[src/design/cart_pkg.sv]
// Cartridge download types
`default_nettype none

package cart_pkg;

	// ========================================================================
	// Widths
	// ========================================================================

	localparam int ROM_ADDR_BITS = 22;  // 4 MB ROM window
	localparam int BYTE_BITS     = 8;
	localparam int INDEX_BITS    = 8;

	typedef logic [ROM_ADDR_BITS-1:0] rom_addr_t;  // ROM byte address
	typedef logic [BYTE_BITS-1:0]     byte_t;
	typedef logic [INDEX_BITS-1:0]    dl_index_t;  // Host menu slot of the download

	// One host write after classification
	typedef struct packed {
		rom_addr_t addr;
		byte_t     data;
	} dl_beat_t;

	// ========================================================================
	// Download index values
	// ========================================================================

	// All ones marks a cheat file
	localparam dl_index_t CODE_INDEX = 8'hFF;

	// Compared against the low five index bits only
	localparam logic [4:0] GG_INDEX = 5'd2;

endpackage : cart_pkg

`default_nettype wire

[src/design/cheat_pkg.sv]
// Cheat record types
`default_nettype none

package cheat_pkg;

	localparam int CODE_WORD_W = 32;  // One field of a record
	localparam int CODE_BYTES  = 16;  // Bytes per record in the download

	typedef logic [CODE_WORD_W-1:0] code_word_t;

	// Byte position inside a record
	typedef logic [$clog2(CODE_BYTES)-1:0] code_lane_t;

	// Four words, flags in the top word
	//   127:96 flags
	//   95:64  address
	//   63:32  compare
	//   31:0   replace
	typedef struct packed {
		code_word_t flags;
		code_word_t address;
		code_word_t compare;
		code_word_t replace;
	} cheat_code_t;

	// Field select, taken from lane bits 3:2
	localparam logic [1:0] FIELD_FLAGS   = 2'd0;
	localparam logic [1:0] FIELD_ADDRESS = 2'd1;
	localparam logic [1:0] FIELD_COMPARE = 2'd2;
	localparam logic [1:0] FIELD_REPLACE = 2'd3;

endpackage : cheat_pkg

`default_nettype wire

[src/design/cart_geometry.sv]
// Image size masks and read mapping
`timescale 1ns/1ps
`default_nettype none

module cart_geometry #(
	parameter int ROM_ADDR_W   = 22,
	parameter int HEADER_BYTES = 512
) (
	input  logic                clk_sys,
	input  logic                reset,
	input  logic                cart_beat_valid,
	input  logic                cart_end,
	input  logic                is_gg,
	input  cart_pkg::dl_beat_t  beat,
	input  cart_pkg::rom_addr_t rom_rd_addr,
	output cart_pkg::rom_addr_t rom_map_addr,
	output logic                gg
);

	// Bit of the final address that reveals a copier header
	localparam int HDR_BIT = $clog2(HEADER_BYTES);
	localparam logic [ROM_ADDR_W-1:0] HDR_OFFSET = ROM_ADDR_W'(HEADER_BYTES);

	logic [ROM_ADDR_W-1:0] beat_addr;
	logic [ROM_ADDR_W-1:0] plain_mask;   // OR of all addresses
	logic [ROM_ADDR_W-1:0] header_mask;  // Same, with the header removed
	logic [ROM_ADDR_W-1:0] map_next;
	logic                  header_en;

	assign beat_addr = beat.addr;

	// ========================================================================
	// Mask tracking
	// ========================================================================

	always_ff @(posedge clk_sys) begin
		if (reset) begin
			plain_mask  <= '0;
			header_mask <= '0;
			header_en   <= 1'b0;
			gg          <= 1'b0;
		end else begin
			if (cart_beat_valid) begin
				if (beat_addr == '0)
					plain_mask <= '0;
				else
					plain_mask <= plain_mask | beat_addr;

				// Restarts at the first byte past the header
				if (beat_addr == HDR_OFFSET)
					header_mask <= '0;
				else
					header_mask <= header_mask | (beat_addr - HDR_OFFSET);

				gg <= is_gg;
			end

			if (cart_end)
				header_en <= beat_addr[HDR_BIT];  // Header adds 512 past a 1 KB multiple
		end
	end

	// ========================================================================
	// Read address mapping
	// ========================================================================

	always_comb begin
		if (header_en)
			map_next = (rom_rd_addr + HDR_OFFSET) & header_mask;
		else
			map_next = rom_rd_addr & plain_mask;
	end

	// Single register stage
	always_ff @(posedge clk_sys) begin
		rom_map_addr <= map_next;
	end

endmodule : cart_geometry

`default_nettype wire

[src/design/cart_loader.sv]
// Cartridge and cheat loader top
`timescale 1ns/1ps
`default_nettype none

module cart_loader #(
	parameter int ROM_ADDR_W   = 22,
	parameter int HEADER_BYTES = 512
) (
	input  logic                   clk_sys,
	input  logic                   reset,

	// Host download port
	input  logic                   ioctl_download,
	input  logic                   ioctl_wr,
	input  cart_pkg::dl_index_t    ioctl_index,
	input  cart_pkg::rom_addr_t    ioctl_addr,
	input  cart_pkg::byte_t        ioctl_dout,
	output logic                   ioctl_wait,

	// ROM write side
	output logic                   rom_req,
	input  logic                   rom_ack,
	output cart_pkg::rom_addr_t    rom_waddr,
	output cart_pkg::byte_t        rom_wdata,

	// CPU read mapping
	input  cart_pkg::rom_addr_t    rom_rd_addr,
	output cart_pkg::rom_addr_t    rom_map_addr,
	output logic                   gg,

	// Cheat records
	output cheat_pkg::cheat_code_t code,
	output logic                   code_valid,
	output logic                   code_clear
);
	import cart_pkg::*;

	logic     cart_beat_valid;
	logic     code_beat_valid;
	dl_beat_t beat;
	logic     cart_start;
	logic     cart_end;
	logic     list_clear;
	logic     is_gg;

	download_decode download_decode_i (
		.clk_sys         (clk_sys),
		.reset           (reset),
		.ioctl_download  (ioctl_download),
		.ioctl_wr        (ioctl_wr),
		.ioctl_index     (ioctl_index),
		.ioctl_addr      (ioctl_addr),
		.ioctl_dout      (ioctl_dout),
		.cart_beat_valid (cart_beat_valid),
		.code_beat_valid (code_beat_valid),
		.beat            (beat),
		.cart_start      (cart_start),
		.cart_end        (cart_end),
		.list_clear      (list_clear),
		.is_gg           (is_gg)
	);

	rom_write_seq #(.ROM_ADDR_W(ROM_ADDR_W)) rom_write_seq_i (
		.clk_sys         (clk_sys),
		.reset           (reset),
		.cart_beat_valid (cart_beat_valid),
		.cart_start      (cart_start),
		.beat            (beat),
		.rom_ack         (rom_ack),
		.rom_req         (rom_req),
		.rom_waddr       (rom_waddr),
		.rom_wdata       (rom_wdata),
		.ioctl_wait      (ioctl_wait)
	);

	cart_geometry #(
		.ROM_ADDR_W   (ROM_ADDR_W),
		.HEADER_BYTES (HEADER_BYTES)
	) cart_geometry_i (
		.clk_sys         (clk_sys),
		.reset           (reset),
		.cart_beat_valid (cart_beat_valid),
		.cart_end        (cart_end),
		.is_gg           (is_gg),
		.beat            (beat),
		.rom_rd_addr     (rom_rd_addr),
		.rom_map_addr    (rom_map_addr),
		.gg              (gg)
	);

	cheat_code_asm cheat_code_asm_i (
		.clk_sys         (clk_sys),
		.reset           (reset),
		.code_beat_valid (code_beat_valid),
		.list_clear      (list_clear),
		.beat            (beat),
		.code            (code),
		.code_valid      (code_valid),
		.code_clear      (code_clear)
	);

endmodule : cart_loader

`default_nettype wire

[src/design/cheat_code_asm.sv]
// Cheat record assembler
`timescale 1ns/1ps
`default_nettype none

module cheat_code_asm (
	input  logic                  clk_sys,
	input  logic                  reset,
	input  logic                  code_beat_valid,
	input  logic                  list_clear,
	input  cart_pkg::dl_beat_t    beat,
	output cheat_pkg::cheat_code_t code,
	output logic                  code_valid,
	output logic                  code_clear
);
	import cheat_pkg::*;

	code_lane_t lane;       // Byte position within the record
	logic [1:0] field_sel;
	logic [4:0] bit_base;   // Start bit of the byte inside its word
	logic       last_byte;

	assign lane      = beat.addr[$bits(code_lane_t)-1:0];
	assign field_sel = lane[3:2];
	assign bit_base  = {lane[1:0], 3'b000};  // Least significant byte first
	assign last_byte = (lane == code_lane_t'(CODE_BYTES - 1));

	// ========================================================================
	// Byte steering
	// ========================================================================

	always_ff @(posedge clk_sys) begin
		if (code_beat_valid) begin
			case (field_sel)
				FIELD_FLAGS:   code.flags[bit_base +: 8]   <= beat.data;
				FIELD_ADDRESS: code.address[bit_base +: 8] <= beat.data;
				FIELD_COMPARE: code.compare[bit_base +: 8] <= beat.data;
				FIELD_REPLACE: code.replace[bit_base +: 8] <= beat.data;
			endcase
		end
	end

	// ========================================================================
	// Strobes
	// ========================================================================

	always_ff @(posedge clk_sys) begin
		if (reset) begin
			code_valid <= 1'b0;
			code_clear <= 1'b0;
		end else begin
			// Record complete once byte 15 is in
			code_valid <= code_beat_valid & last_byte;
			code_clear <= list_clear;
		end
	end

endmodule : cheat_code_asm

`default_nettype wire

[src/design/download_decode.sv]
// Host download classifier
`timescale 1ns/1ps
`default_nettype none

module download_decode (
	input  logic                clk_sys,
	input  logic                reset,
	input  logic                ioctl_download,
	input  logic                ioctl_wr,
	input  cart_pkg::dl_index_t ioctl_index,
	input  cart_pkg::rom_addr_t ioctl_addr,
	input  cart_pkg::byte_t     ioctl_dout,
	output logic                cart_beat_valid,
	output logic                code_beat_valid,
	output cart_pkg::dl_beat_t  beat,
	output logic                cart_start,
	output logic                cart_end,
	output logic                list_clear,
	output logic                is_gg
);
	import cart_pkg::*;

	logic      code_sel;
	logic      cart_dl;
	logic      cart_dl_q;   // Level one cycle back, for edges
	rom_addr_t last_addr;   // Last cartridge address written

	assign code_sel = (ioctl_index == CODE_INDEX);
	assign cart_dl  = ioctl_download & ~code_sel;

	always_ff @(posedge clk_sys) begin
		if (reset) begin
			cart_dl_q       <= 1'b0;
			cart_beat_valid <= 1'b0;
			code_beat_valid <= 1'b0;
			cart_start      <= 1'b0;
			cart_end        <= 1'b0;
			list_clear      <= 1'b0;
			is_gg           <= 1'b0;
		end else begin
			cart_dl_q       <= cart_dl;
			cart_beat_valid <= cart_dl & ioctl_wr;
			code_beat_valid <= ioctl_download & code_sel & ioctl_wr;
			cart_start      <= cart_dl & ~cart_dl_q;
			cart_end        <= cart_dl_q & ~cart_dl;
			// First byte of any download empties the cheat list
			list_clear      <= ioctl_download & ioctl_wr & (ioctl_addr == '0);
			if (cart_dl & ioctl_wr)
				is_gg <= (ioctl_index[4:0] == GG_INDEX);
		end
	end

	// Beat payload
	always_ff @(posedge clk_sys) begin
		if (cart_dl & ioctl_wr)
			last_addr <= ioctl_addr;

		if (ioctl_download & ioctl_wr) begin
			beat.addr <= ioctl_addr;
			beat.data <= ioctl_dout;
		end else if (cart_dl_q & ~cart_dl) begin
			beat.addr <= last_addr;  // Reported alongside cart_end
		end
	end

endmodule : download_decode

`default_nettype wire

[src/design/rom_write_seq.sv]
// ROM write handshake
`timescale 1ns/1ps
`default_nettype none

module rom_write_seq #(
	parameter int ROM_ADDR_W = 22
) (
	input  logic               clk_sys,
	input  logic               reset,
	input  logic               cart_beat_valid,
	input  logic               cart_start,
	input  cart_pkg::dl_beat_t beat,
	input  logic               rom_ack,
	output logic               rom_req,
	output cart_pkg::rom_addr_t rom_waddr,
	output cart_pkg::byte_t    rom_wdata,
	output logic               ioctl_wait
);
	import cart_pkg::*;

	typedef enum logic {
		WR_IDLE,
		WR_BUSY   // Request toggled, acknowledge not back yet
	} wr_state_t;

	wr_state_t             state;
	logic [ROM_ADDR_W-1:0] wr_addr;
	logic                  wr_done;

	// Acknowledge caught up with the request
	assign wr_done = (state == WR_BUSY) && (rom_ack == rom_req) && !cart_beat_valid;

	// ========================================================================
	// Request toggle and state
	// ========================================================================

	always_ff @(posedge clk_sys) begin
		if (reset) begin
			state   <= WR_IDLE;
			rom_req <= 1'b0;
		end else begin
			if (cart_beat_valid) begin
				state   <= WR_BUSY;
				rom_req <= ~rom_req;
			end else if (wr_done) begin
				state <= WR_IDLE;
			end
		end
	end

	// ========================================================================
	// Write address
	// ========================================================================

	always_ff @(posedge clk_sys) begin
		if (reset) begin
			wr_addr <= '0;
		end else if (cart_start) begin
			wr_addr <= '0;                 // New image starts at 0
		end else if (wr_done) begin
			wr_addr <= wr_addr + 1'b1;
		end
	end

	// Data held for the whole transfer
	always_ff @(posedge clk_sys) begin
		if (cart_beat_valid)
			rom_wdata <= beat.data;
	end

	assign rom_waddr  = rom_addr_t'(wr_addr);
	assign ioctl_wait = (state == WR_BUSY);  // Host stalls while busy

endmodule : rom_write_seq

`default_nettype wire

[config.mk]
export PLATFORM = sky130hd
export DESIGN_NAME = cart_loader
export DESIGN_NICKNAME = d
export VERILOG_FILES = /design/src/design/cart_pkg.sv /design/src/design/cheat_pkg.sv /design/src/design/cart_geometry.sv /design/src/design/cart_loader.sv /design/src/design/cheat_code_asm.sv /design/src/design/download_decode.sv /design/src/design/rom_write_seq.sv
export SDC_FILE = /design/constraint.sdc
export NUM_CORES = 1
export LEC_CHECK = 0
export BUFFER_PORTS_ARGS = -buffer_cell sky130_fd_sc_hd__buf_2
export CAP_MARGIN = 30
export CORE_ASPECT_RATIO = 1.25
export CORE_MARGIN = 3
export CORE_UTILIZATION = 52
export CTS_CLUSTER_DIAMETER = 200
export DETAILED_ROUTE_END_ITERATION = 7
export GPL_TIMING_DRIVEN = 1
export HOLD_SLACK_MARGIN = 0.1
export PLACE_DENSITY = 0.81
export SYNTH_ARGS = -nofsm -noshare
export SYNTH_HDL_FRONTEND = slang
export SYNTH_SLANG_ARGS = --single-unit
[constraint.sdc]
create_clock -name clk_sys -period 2.61 [get_ports clk_sys]
set_clock_uncertainty 0.2 [all_clocks]
set_input_delay 0.1305 -clock clk_sys [delete_from_list [all_inputs] [get_ports clk_sys]]
set_output_delay 0.1305 -clock clk_sys [all_outputs]
set_load 0.01 [all_outputs]
**After elaboration in Yosys (flattened, before gate mapping)**

Cells that the tools add are included.

- Word-level logic and storage cells: 80
- Input port bits: 65
- Bits in registers: 289

- Shift-type cells: 2
- Reduce and logical (&&, ||, !) cells: 13
- Eq/ne operators: 8
- $add $sub $neg: 4
- Multiplexer cells: 11
- Bitwise logic cells: 17

Operators by type and width:

| cell | number |
|---|---|
| bitwise mux 32 bit | 4 |
| 2-to-1 mux 22 bit | 5 |
| bitwise AND 22 bit | 2 |
| logical NOT 22 bit | 2 |
| OR 22 bit | 2 |
| variable shift 8 x 7 -> 32 bit (first input constant) | 1 |
| variable part select 8 x 7 -> 32 bit | 1 |
| adder 22 x 1 -> 22 bit (second input constant) | 1 |
| adder 22 x 10 -> 22 bit (second input constant) | 1 |
| equality test 22 x 10 -> 1 bit (second input constant) | 1 |
| subtractor 22 x 10 -> 22 bit (second input constant) | 1 |
| bitwise AND 1 bit | 9 |
| equality test 8 bit (second input constant) | 1 |
| AND reduction 2 bit | 4 |
| negation 5 -> 7 bit | 1 |
| equality test 5 x 2 -> 1 bit (second input constant) | 1 |
| equality test 2 bit (second input constant) | 2 |
| equality test 4 bit (second input constant) | 1 |
| NOT 1 bit | 4 |
| nonzero test 2 bit | 2 |
| equality test 2 x 1 -> 1 bit (second input constant) | 1 |
| logical AND 1 bit | 2 |
| logical NOT 2 bit | 1 |
| 2-to-1 mux 1 bit | 2 |
| other kinds (3) | 3 |

**Longest topological paths before layout**

Gate-level depths: netlist (run 1).

- Word-level depth: 7
- Depth in mapped cells: 6

**Modules after synthesis**

From an unflattened synthesis (run 1), not the netlist that was laid out.

- Cell total of the unflattened synthesis: 763
- Area total of the unflattened synthesis: 10699.0 µm²

By module, submodules not included:

| module | cells each | area an instance (µm²) | instances |
|---|---|---|---|
| cheat_code_asm | 206 | 4394.2 | 1 |
| cart_geometry | 310 | 2723.9 | 1 |
| download_decode | 111 | 2230.9 | 1 |
| rom_write_seq | 136 | 1350.0 | 1 |

**Worst setup path after synthesis (run 1)**

OpenSTA, ideal clock, no wires.

- Path type: reg-to-reg
- Start point: register, netlist name download_decode_i.beat[8]
- End point: register, netlist name cheat_code_asm_i.code[100]
- Library setup time: 0.383 ns
- Clock period less this slack: 2.128 ns
- Slack: 0.482 ns
- Arrival time: 1.545 ns
- Cell stages (with the launch flop): 5
- Required time: 2.027 ns
- Path through: edfxtp_1 -> inv_1 -> ha_1 -> nand2_1 -> nor3_1

**Worst setup path in the final report (run 1)**

- Start point: input port ioctl_index[1]
- End point: register, netlist name download_decode_i.beat[19]

- Cells in the longest elaborated chain, start to end: 6

Ends and longest elaborated chain:

| item | RTL line | RTL |
|---|---|---|
| start, declared | cart_loader.sv:15 | `input cart_pkg::dl_index_t ioctl_index,` |
| equality test 8 bit | download_decode.sv:28 | `assign code_sel = (ioctl_index == CODE_INDEX);` |
| NOT 1 bit | download_decode.sv:29 | `assign cart_dl = ioctl_download & ~code_sel;` |
| bitwise AND 1 bit | download_decode.sv:29 |  |
| NOT 1 bit | download_decode.sv:61 | `end else if (cart_dl_q & ~cart_dl) begin` |
| bitwise AND 1 bit | download_decode.sv:61 |  |
| nonzero test 2 bit (no line) | -- |  |

No other way between the ends.
A chain may end at the register's enable or synchronous reset.

==> metrics.yaml, run 1 <==
outcome:
  status: "completed"
die:
  die_width_microns: 133
  start_util_pct: 53.5
  io_pins: 250
  fp.dieH_microns: 165
  coreArea_sq_um: 19700
  die_area_sq_um: 22000
  rows: 57
logic_synthesis:
  synth-seq-area-share_pct: 72.8
  yosys_warnings: 0
  synth_ff_type: "edfxtp_1"
  synthCells: 762
  synth-async-reset-ratio_pct: 0
  synthDistinctLibCells: 47
  synth_nets: 835
  ys_ff_latch: 289
  netlist_area_sq_um: 10500
  synth-edff-count: 188
  synth.avg_cell_area_sq_um: 13.8
drt:
  num_vias: 7474
  vias_per_cell: 5.35
  met1_length_microns: 9680
  drt_iter0_markers: 492
  drc: 0
  drt-pass1-iter-count: 5
  post_drt_wl_per_cell_microns: 18.3
  detail-route-antenna-nets: 0
  route.met3.wl_microns: 1570
  highest_layer: "met4"
  wirelength_microns: 25600
  routed-wl-met2_microns: 13500
critical_path:
  reg2reg_setup_slack_ps: 260
  cpMaxStageDelayCell: "dlygate4sd3_1"
  critPathTopFamily: "buffers and inverters"
  cp.buffers_inverters: 4
  worst_path_most_repeated_cell: "dlygate4sd3_1"
  timing.rr.start: "download_decode_i.beat[8]"
  end_kind: "register"
  path_cells: "dlygate4sd3_1, buf_2, nand4_1, dlygate4sd3_1, nor2_1, buf_4, o21ai_0, nand2_2"
  slowest_delay_ps: 560
  worst-path-max-fanout: 22
  crit_type: "in2reg"
  required_ps: 2550
  r2r-end: "cart_geometry_i.header_mask[2]"
  r2r_cells: 6
  critPathLaunchType: "input pin"
  critPathArrivalTime_ps: 2340
min_path:
  hold_path.class: "in2reg"
  whs_path_depth: 2
  holdPathEnd: "download_decode_i.beat[0]"
  hold_start: "ioctl_dout[0]"
grt:
  grt_max_degree: 54
  track_usage_pct: 23.0
  grt_first_pass_wirelength_microns: 40100
  antenna_found_initial: 0
  grt_pass1_vias: 7511
  grt_overflow: 0
cells_and_area:
  post_route_cells_drive_above_1_share_pct: 31.7
  stdcell_area_sq_um: 13900
  seq_area_sq_um: 7670
  multi_input_area_sq_um: 2730
  final_cells: 1398
  layout.nets: 1186
  fillers: 1336
  diodes: 0
  syn2layout_area_growth_pct: 31.5
timing:
  finalCritPeriodShare_pct: 91.8
  slew_viol_final: 0
  final-hold-violation-count: 0
  fmax_mhz: 417
  rsz0062_at_grt: "no"
  totalNegativeSetupSlack_ps: 0
  relSlewSlack_pct: 39.2
  tightest_slew_ps: 910
  final-setup-viol-count: 0
  hold_slack_ps: 133
  period_minus_slack_ps: 2400
power:
  power_density_nw_per_um2: 687
  finalPower_w: 0.00952
  total_leakage_power_nw: 5.74
  vdd_drop_max_mv: 0.532
clock_network:
  htreeDepth: 1
  cts_buffers: 26
  clk_pin_slew_ps: 60
  clkSinkCount: 289
  cts-root-buf: "clkbuf_16"
  clk_latency_ps: 520
  cts_tree: "built"
  cts_max_path_buffers: 3
place:
  dpl.hpwl_microns: 17200
  numPortBuffers: 249
  placed_area_sq_um: 12200
  dp_cells: 1279
  place.gp.congestion: 0.882
run:
  max-cap-violations: 0
flip-flops by register name, summed over array words and instances (netlist names), 8 cells and up:
register	count
cheat_code_asm_i.code	128
download_decode_i.beat	30
cart_geometry_i.header_mask	22
cart_geometry_i.plain_mask	22
cart_geometry_i.rom_map_addr	22
download_decode_i.last_addr	22
rom_write_seq_i.rom_waddr	22
rom_write_seq_i.rom_wdata	8
cells in the mapped netlist (11+ instances only):
| cell type | instances | area [sq um] |
|---|---|---|
| edfxtp_1 | 188 | 5650 |
| nor2_1 | 73 | 274 |
| and2_1 | 38 | 238 |
| clkbuf_1 | 22 | 82.6 |
| dfxtp_1 | 101 | 2020 |
| xor2_1 | 12 | 105 |
| mux2_2 | 22 | 248 |
| nor2b_1 | 11 | 68.8 |
| mux2i_1 | 13 | 130 |
| nor4_1 | 13 | 81.3 |
| inv_1 | 11 | 41.3 |
| nor3_1 | 14 | 70.1 |
| xnor2_1 | 13 | 114 |
| a21oi_1 | 56 | 280 |
| nand2_1 | 37 | 139 |
| o21ai_0 | 12 | 60.1 |
| nand3_1 | 21 | 105 |
stage by stage:
step	utilization, %	setup slack (ps)
2_1_floorplan	-	482
3_3_place_gp	62.1	299
3_5_place_dp	62.1	219
4_1_cts	70.4	47.4
5_1_grt	70.4	77.3
6_report	70.4	213
cells by family (layout without fill, tap and decap cells):
group,after synthesis,in the layout,synth area share [%]
AOI/OAI and AO/OA,99,99,5.51
xor gates and xnor gates,25,25,2.08
adders and majority gates,8,8,0.950
buffers and inverters,38,409,1.47
DFF,289,289,72.8
muxes,35,35,3.59
and+or+nand+nor,268,268,13.7
cell type report:
| class | count | area share (%) |
|---|---|---|
| repair buffers | 350 | 15.7 |
| multi-input cells | 435 | 19.7 |
| well taps | 265 | 2.39 |
| clock inverters | 18 | 1.61 |
| clock buffers | 30 | 4.96 |
| inverters | 11 | 0.298 |
| flip-flops and latches | 289 | 55.3 |
routing by layer:
layer	vias to the layer above	GRT usage (%)
met2	317	42.2
met1	3576	27.4
li1	3518	-
met5	-	0
met3	63	3.36
met4	0	8.93
repair_timing:
item	4_1_cts	5_1_grt
hold buffers	72	0
setup endpoints to repair	0	34
buffers inserted	0	0
hold endpoints to repair	95	0
gates resized for setup	0	3
worst max-delay path by stage:
stage                                          from                         endpoint  slack [ps]  depth (start not counted)
final                                ioctl_index[1]       download_decode_i.beat[19]         210                          8
after global routing                 ioctl_index[1]       download_decode_i.beat[19]          80                          8
after CTS                            ioctl_index[1]          download_decode_i.is_gg          50                          7
after detailed placement  download_decode_i.beat[8]  cart_geometry_i.header_mask[19]         220                          6
after global placement    download_decode_i.beat[8]  cart_geometry_i.header_mask[21]         300                          6
after floorplan           download_decode_i.beat[8]       cheat_code_asm_i.code[100]         480                          4
where the power goes:
group	switching (W)	internal, W
Clock	0.00162	0.00239
Sequential	0.0000735	0.00497
Combinational	0.000249	0.000223
cells in the final DEF, fill, tap and decap left out, types with 12 or more instances in the layout:
| master | count |
|---|---|
| dfxtp_1 | 100 |
| clkbuf_16 | 27 |
| edfxtp_1 | 188 |
| a21oi_1 | 55 |
| mux2i_1 | 13 |
| buf_4 | 30 |
| mux2_2 | 22 |
| buf_2 | 249 |
| xnor2_1 | 13 |
| and2_1 | 38 |
| nand3_1 | 21 |
| nor2_1 | 72 |
| nand2_1 | 36 |
| nor3_1 | 14 |
| nor4_1 | 13 |
| dlygate4sd3_1 | 71 |
| xor2_1 | 12 |
| o21ai_0 | 12 |
(Power assumes the default switching activity.)
==> run 2: changes to the inputs <==
--- a/config.mk
+++ b/config.mk
@@ -14,7 +14,8 @@
 export DETAILED_ROUTE_END_ITERATION = 7
 export GPL_TIMING_DRIVEN = 1
 export HOLD_SLACK_MARGIN = 0.1
-export PLACE_DENSITY = 0.81
+export PLACE_DENSITY_LB_ADDON = 0.1
+export SKIP_LAST_GASP = 1
 export SYNTH_ARGS = -nofsm -noshare
 export SYNTH_HDL_FRONTEND = slang
 export SYNTH_SLANG_ARGS = --single-unit
==> metrics.yaml, run 2 (synthesized netlist as in run 1, its figures left out) <==
outcome:
  status: "completed"
drt:
  drt_iter0_markers: 565
  detail-route-antenna-nets: 0
  post_drt_wl_per_cell_microns: 17.3
  vias_per_cell: 5.18
  drc: 0
  routed-wl-met2_microns: 12200
  wirelength_microns: 24300
  met1_length_microns: 10000
  highest_layer: "met4"
  route.met3.wl_microns: 1490
  num_vias: 7269
  drt-pass1-iter-count: 7
critical_path:
  worst_path_most_repeated_cell: "dlygate4sd3_1"
  cpMaxStageDelayCell: "dlygate4sd3_1"
  timing.rr.start: "cart_geometry_i.header_en"
  reg2reg_setup_slack_ps: 310
  end_kind: "register"
  r2r_cells: 4
  cp.buffers_inverters: 4
  crit_type: "in2reg"
  critPathLaunchType: "input pin"
  slowest_delay_ps: 550
  crit_start: "ioctl_index[1]"
  path_cells: "dlygate4sd3_1, buf_2, nand4_1, dlygate4sd3_1, nor2_1, buf_4, o21ai_0, nand2_2"
  required_ps: 2570
  critPathTopFamily: "buffers and inverters"
  r2r-end: "cart_geometry_i.rom_map_addr[16]"
  worst-path-max-fanout: 22
  critPathArrivalTime_ps: 2260
place:
  dpl.hpwl_microns: 17000
  place_ws_ps: 280
  place.gp.congestion: 0.835
  dp_cells: 1281
  numPortBuffers: 249
clock_network:
  clk_pin_slew_ps: 60
  cts_buffers: 27
  htreeDepth: 1
  clk_latency_ps: 520
  clkSinkCount: 289
  cts-root-buf: "clkbuf_16"
  cts_tree: "built"
  cts_max_path_buffers: 3
timing:
  period_minus_slack_ps: 2300
  slew_viol_final: 0
  totalNegativeSetupSlack_ps: 0
  rsz0062_at_grt: "no"
  final-setup-viol-count: 0
  fmax_mhz: 434
  worst_slack_ps: 306
  final-hold-violation-count: 0
  tightest_slew_ps: 882
  relSlewSlack_pct: 41.1
  finalCritPeriodShare_pct: 88.3
power:
  vdd_drop_max_mv: 0.662
  finalPower_w: 0.00954
  power_density_nw_per_um2: 686
  total_leakage_power_nw: 5.75
die:
  start_util_pct: 53.5
  rows: 57
  io_pins: 250
  die_width_microns: 133
  fp.dieH_microns: 165
  die_area_sq_um: 22000
  coreArea_sq_um: 19700
cells_and_area:
  mostFrequentLayoutCells: "249 x buf_2, 188 x edfxtp_1, 100 x dfxtp_1"
  syn2layout_area_growth_pct: 32.0
  largest_reg_flops: 128
  finish.utilization_pct: 70.7
  post_route_cells_drive_above_1_share_pct: 31.5
  final_cells: 1403
  layout_commonest_cell: "buf_2"
  diodes: 0
  layout.nets: 1191
grt:
  grt_max_degree: 54
  grt_overflow: 0
  antenna_found_initial: 0
  grt_first_pass_wirelength_microns: 37200
  track_usage_pct: 21.3
  grt_pass1_vias: 6915
min_path:
  whs_path_depth: 2
  holdPathEnd: "download_decode_i.beat[7]"
  hold_start: "ioctl_dout[7]"
  hold_path.class: "in2reg"
run:
  max-cap-violations: 0
## run 2: cell count changes in the layout (fill, tap and decap cells not counted)
cell           change
a21oi_1            +1
a21oi_2            -1
a41o_1             +1
a41o_2             -1
buf_4              +2
clkbuf_1           -1
clkinv_1           +2
clkinv_2           -4
clkinvlp_2         -2
clkinvlp_4         +6
dlygate4sd3_1      +2
## run 2: worst max-delay path by stage
| stage | depth (start not counted) | endpoint | slack [ps] |
|---|---|---|---|
| global route | 8 | download_decode_i.beat[8] | 120 |
| global placement | 6 | cart_geometry_i.header_mask[21] | 370 |
| finish | 8 | download_decode_i.beat[8] | 310 |
| CTS | 8 | download_decode_i.beat[8] | 50 |
| detailed placement | 6 | cart_geometry_i.header_mask[21] | 280 |
| floorplan | 4 | cheat_code_asm_i.code[100] | 480 |
## run 2: layout make-up
class                      count  area, sq um
multi-input combinational    435         2720
tap                          265          332
fill                        1385         5780
inverter                      11         41.3
clock buffer                  29          683
sequential                   289         7670
timing repair buffer         354         2220
clock inverter                20          245
## run 2: worst register-to-register path, delay by kind of cell (launching register included)
kind,cells,cell delay (ps)
buf+inv,2,940
flops,1,760
compound gates,1,210
simple gates,1,80
## run 2: power breakdown
group          total [W]  internal, W  switching [W]
logic           0.000464     0.000224       0.000239
clock network    0.00403      0.00240        0.00164
registers        0.00504      0.00497      0.0000739
## run 2: through the flow
| step | hold slack, ps | instance area, sq um |
|---|---|---|
| CTS | 112 | 13900 |
| global placement | 109 | 12200 |
| detailed placement | 109 | 12200 |
| finish | 144 | 13900 |
| floorplan | 24.8 | 10500 |
| global route | 133 | 13900 |
## run 2: per-layer routing
layer	vias up	global-route usage, %
li1	3537	-
met1	3417	27.6
met2	269	37.7
met3	46	3.39
met4	0	6.08
met5	-	0
## run 2: repair_timing
item	in CTS	in global routing
buffers inserted	0	0
endpoints found under the hold margin	95	0
resized for setup	0	1
hold buffers	74	0
setup endpoints to repair	0	23
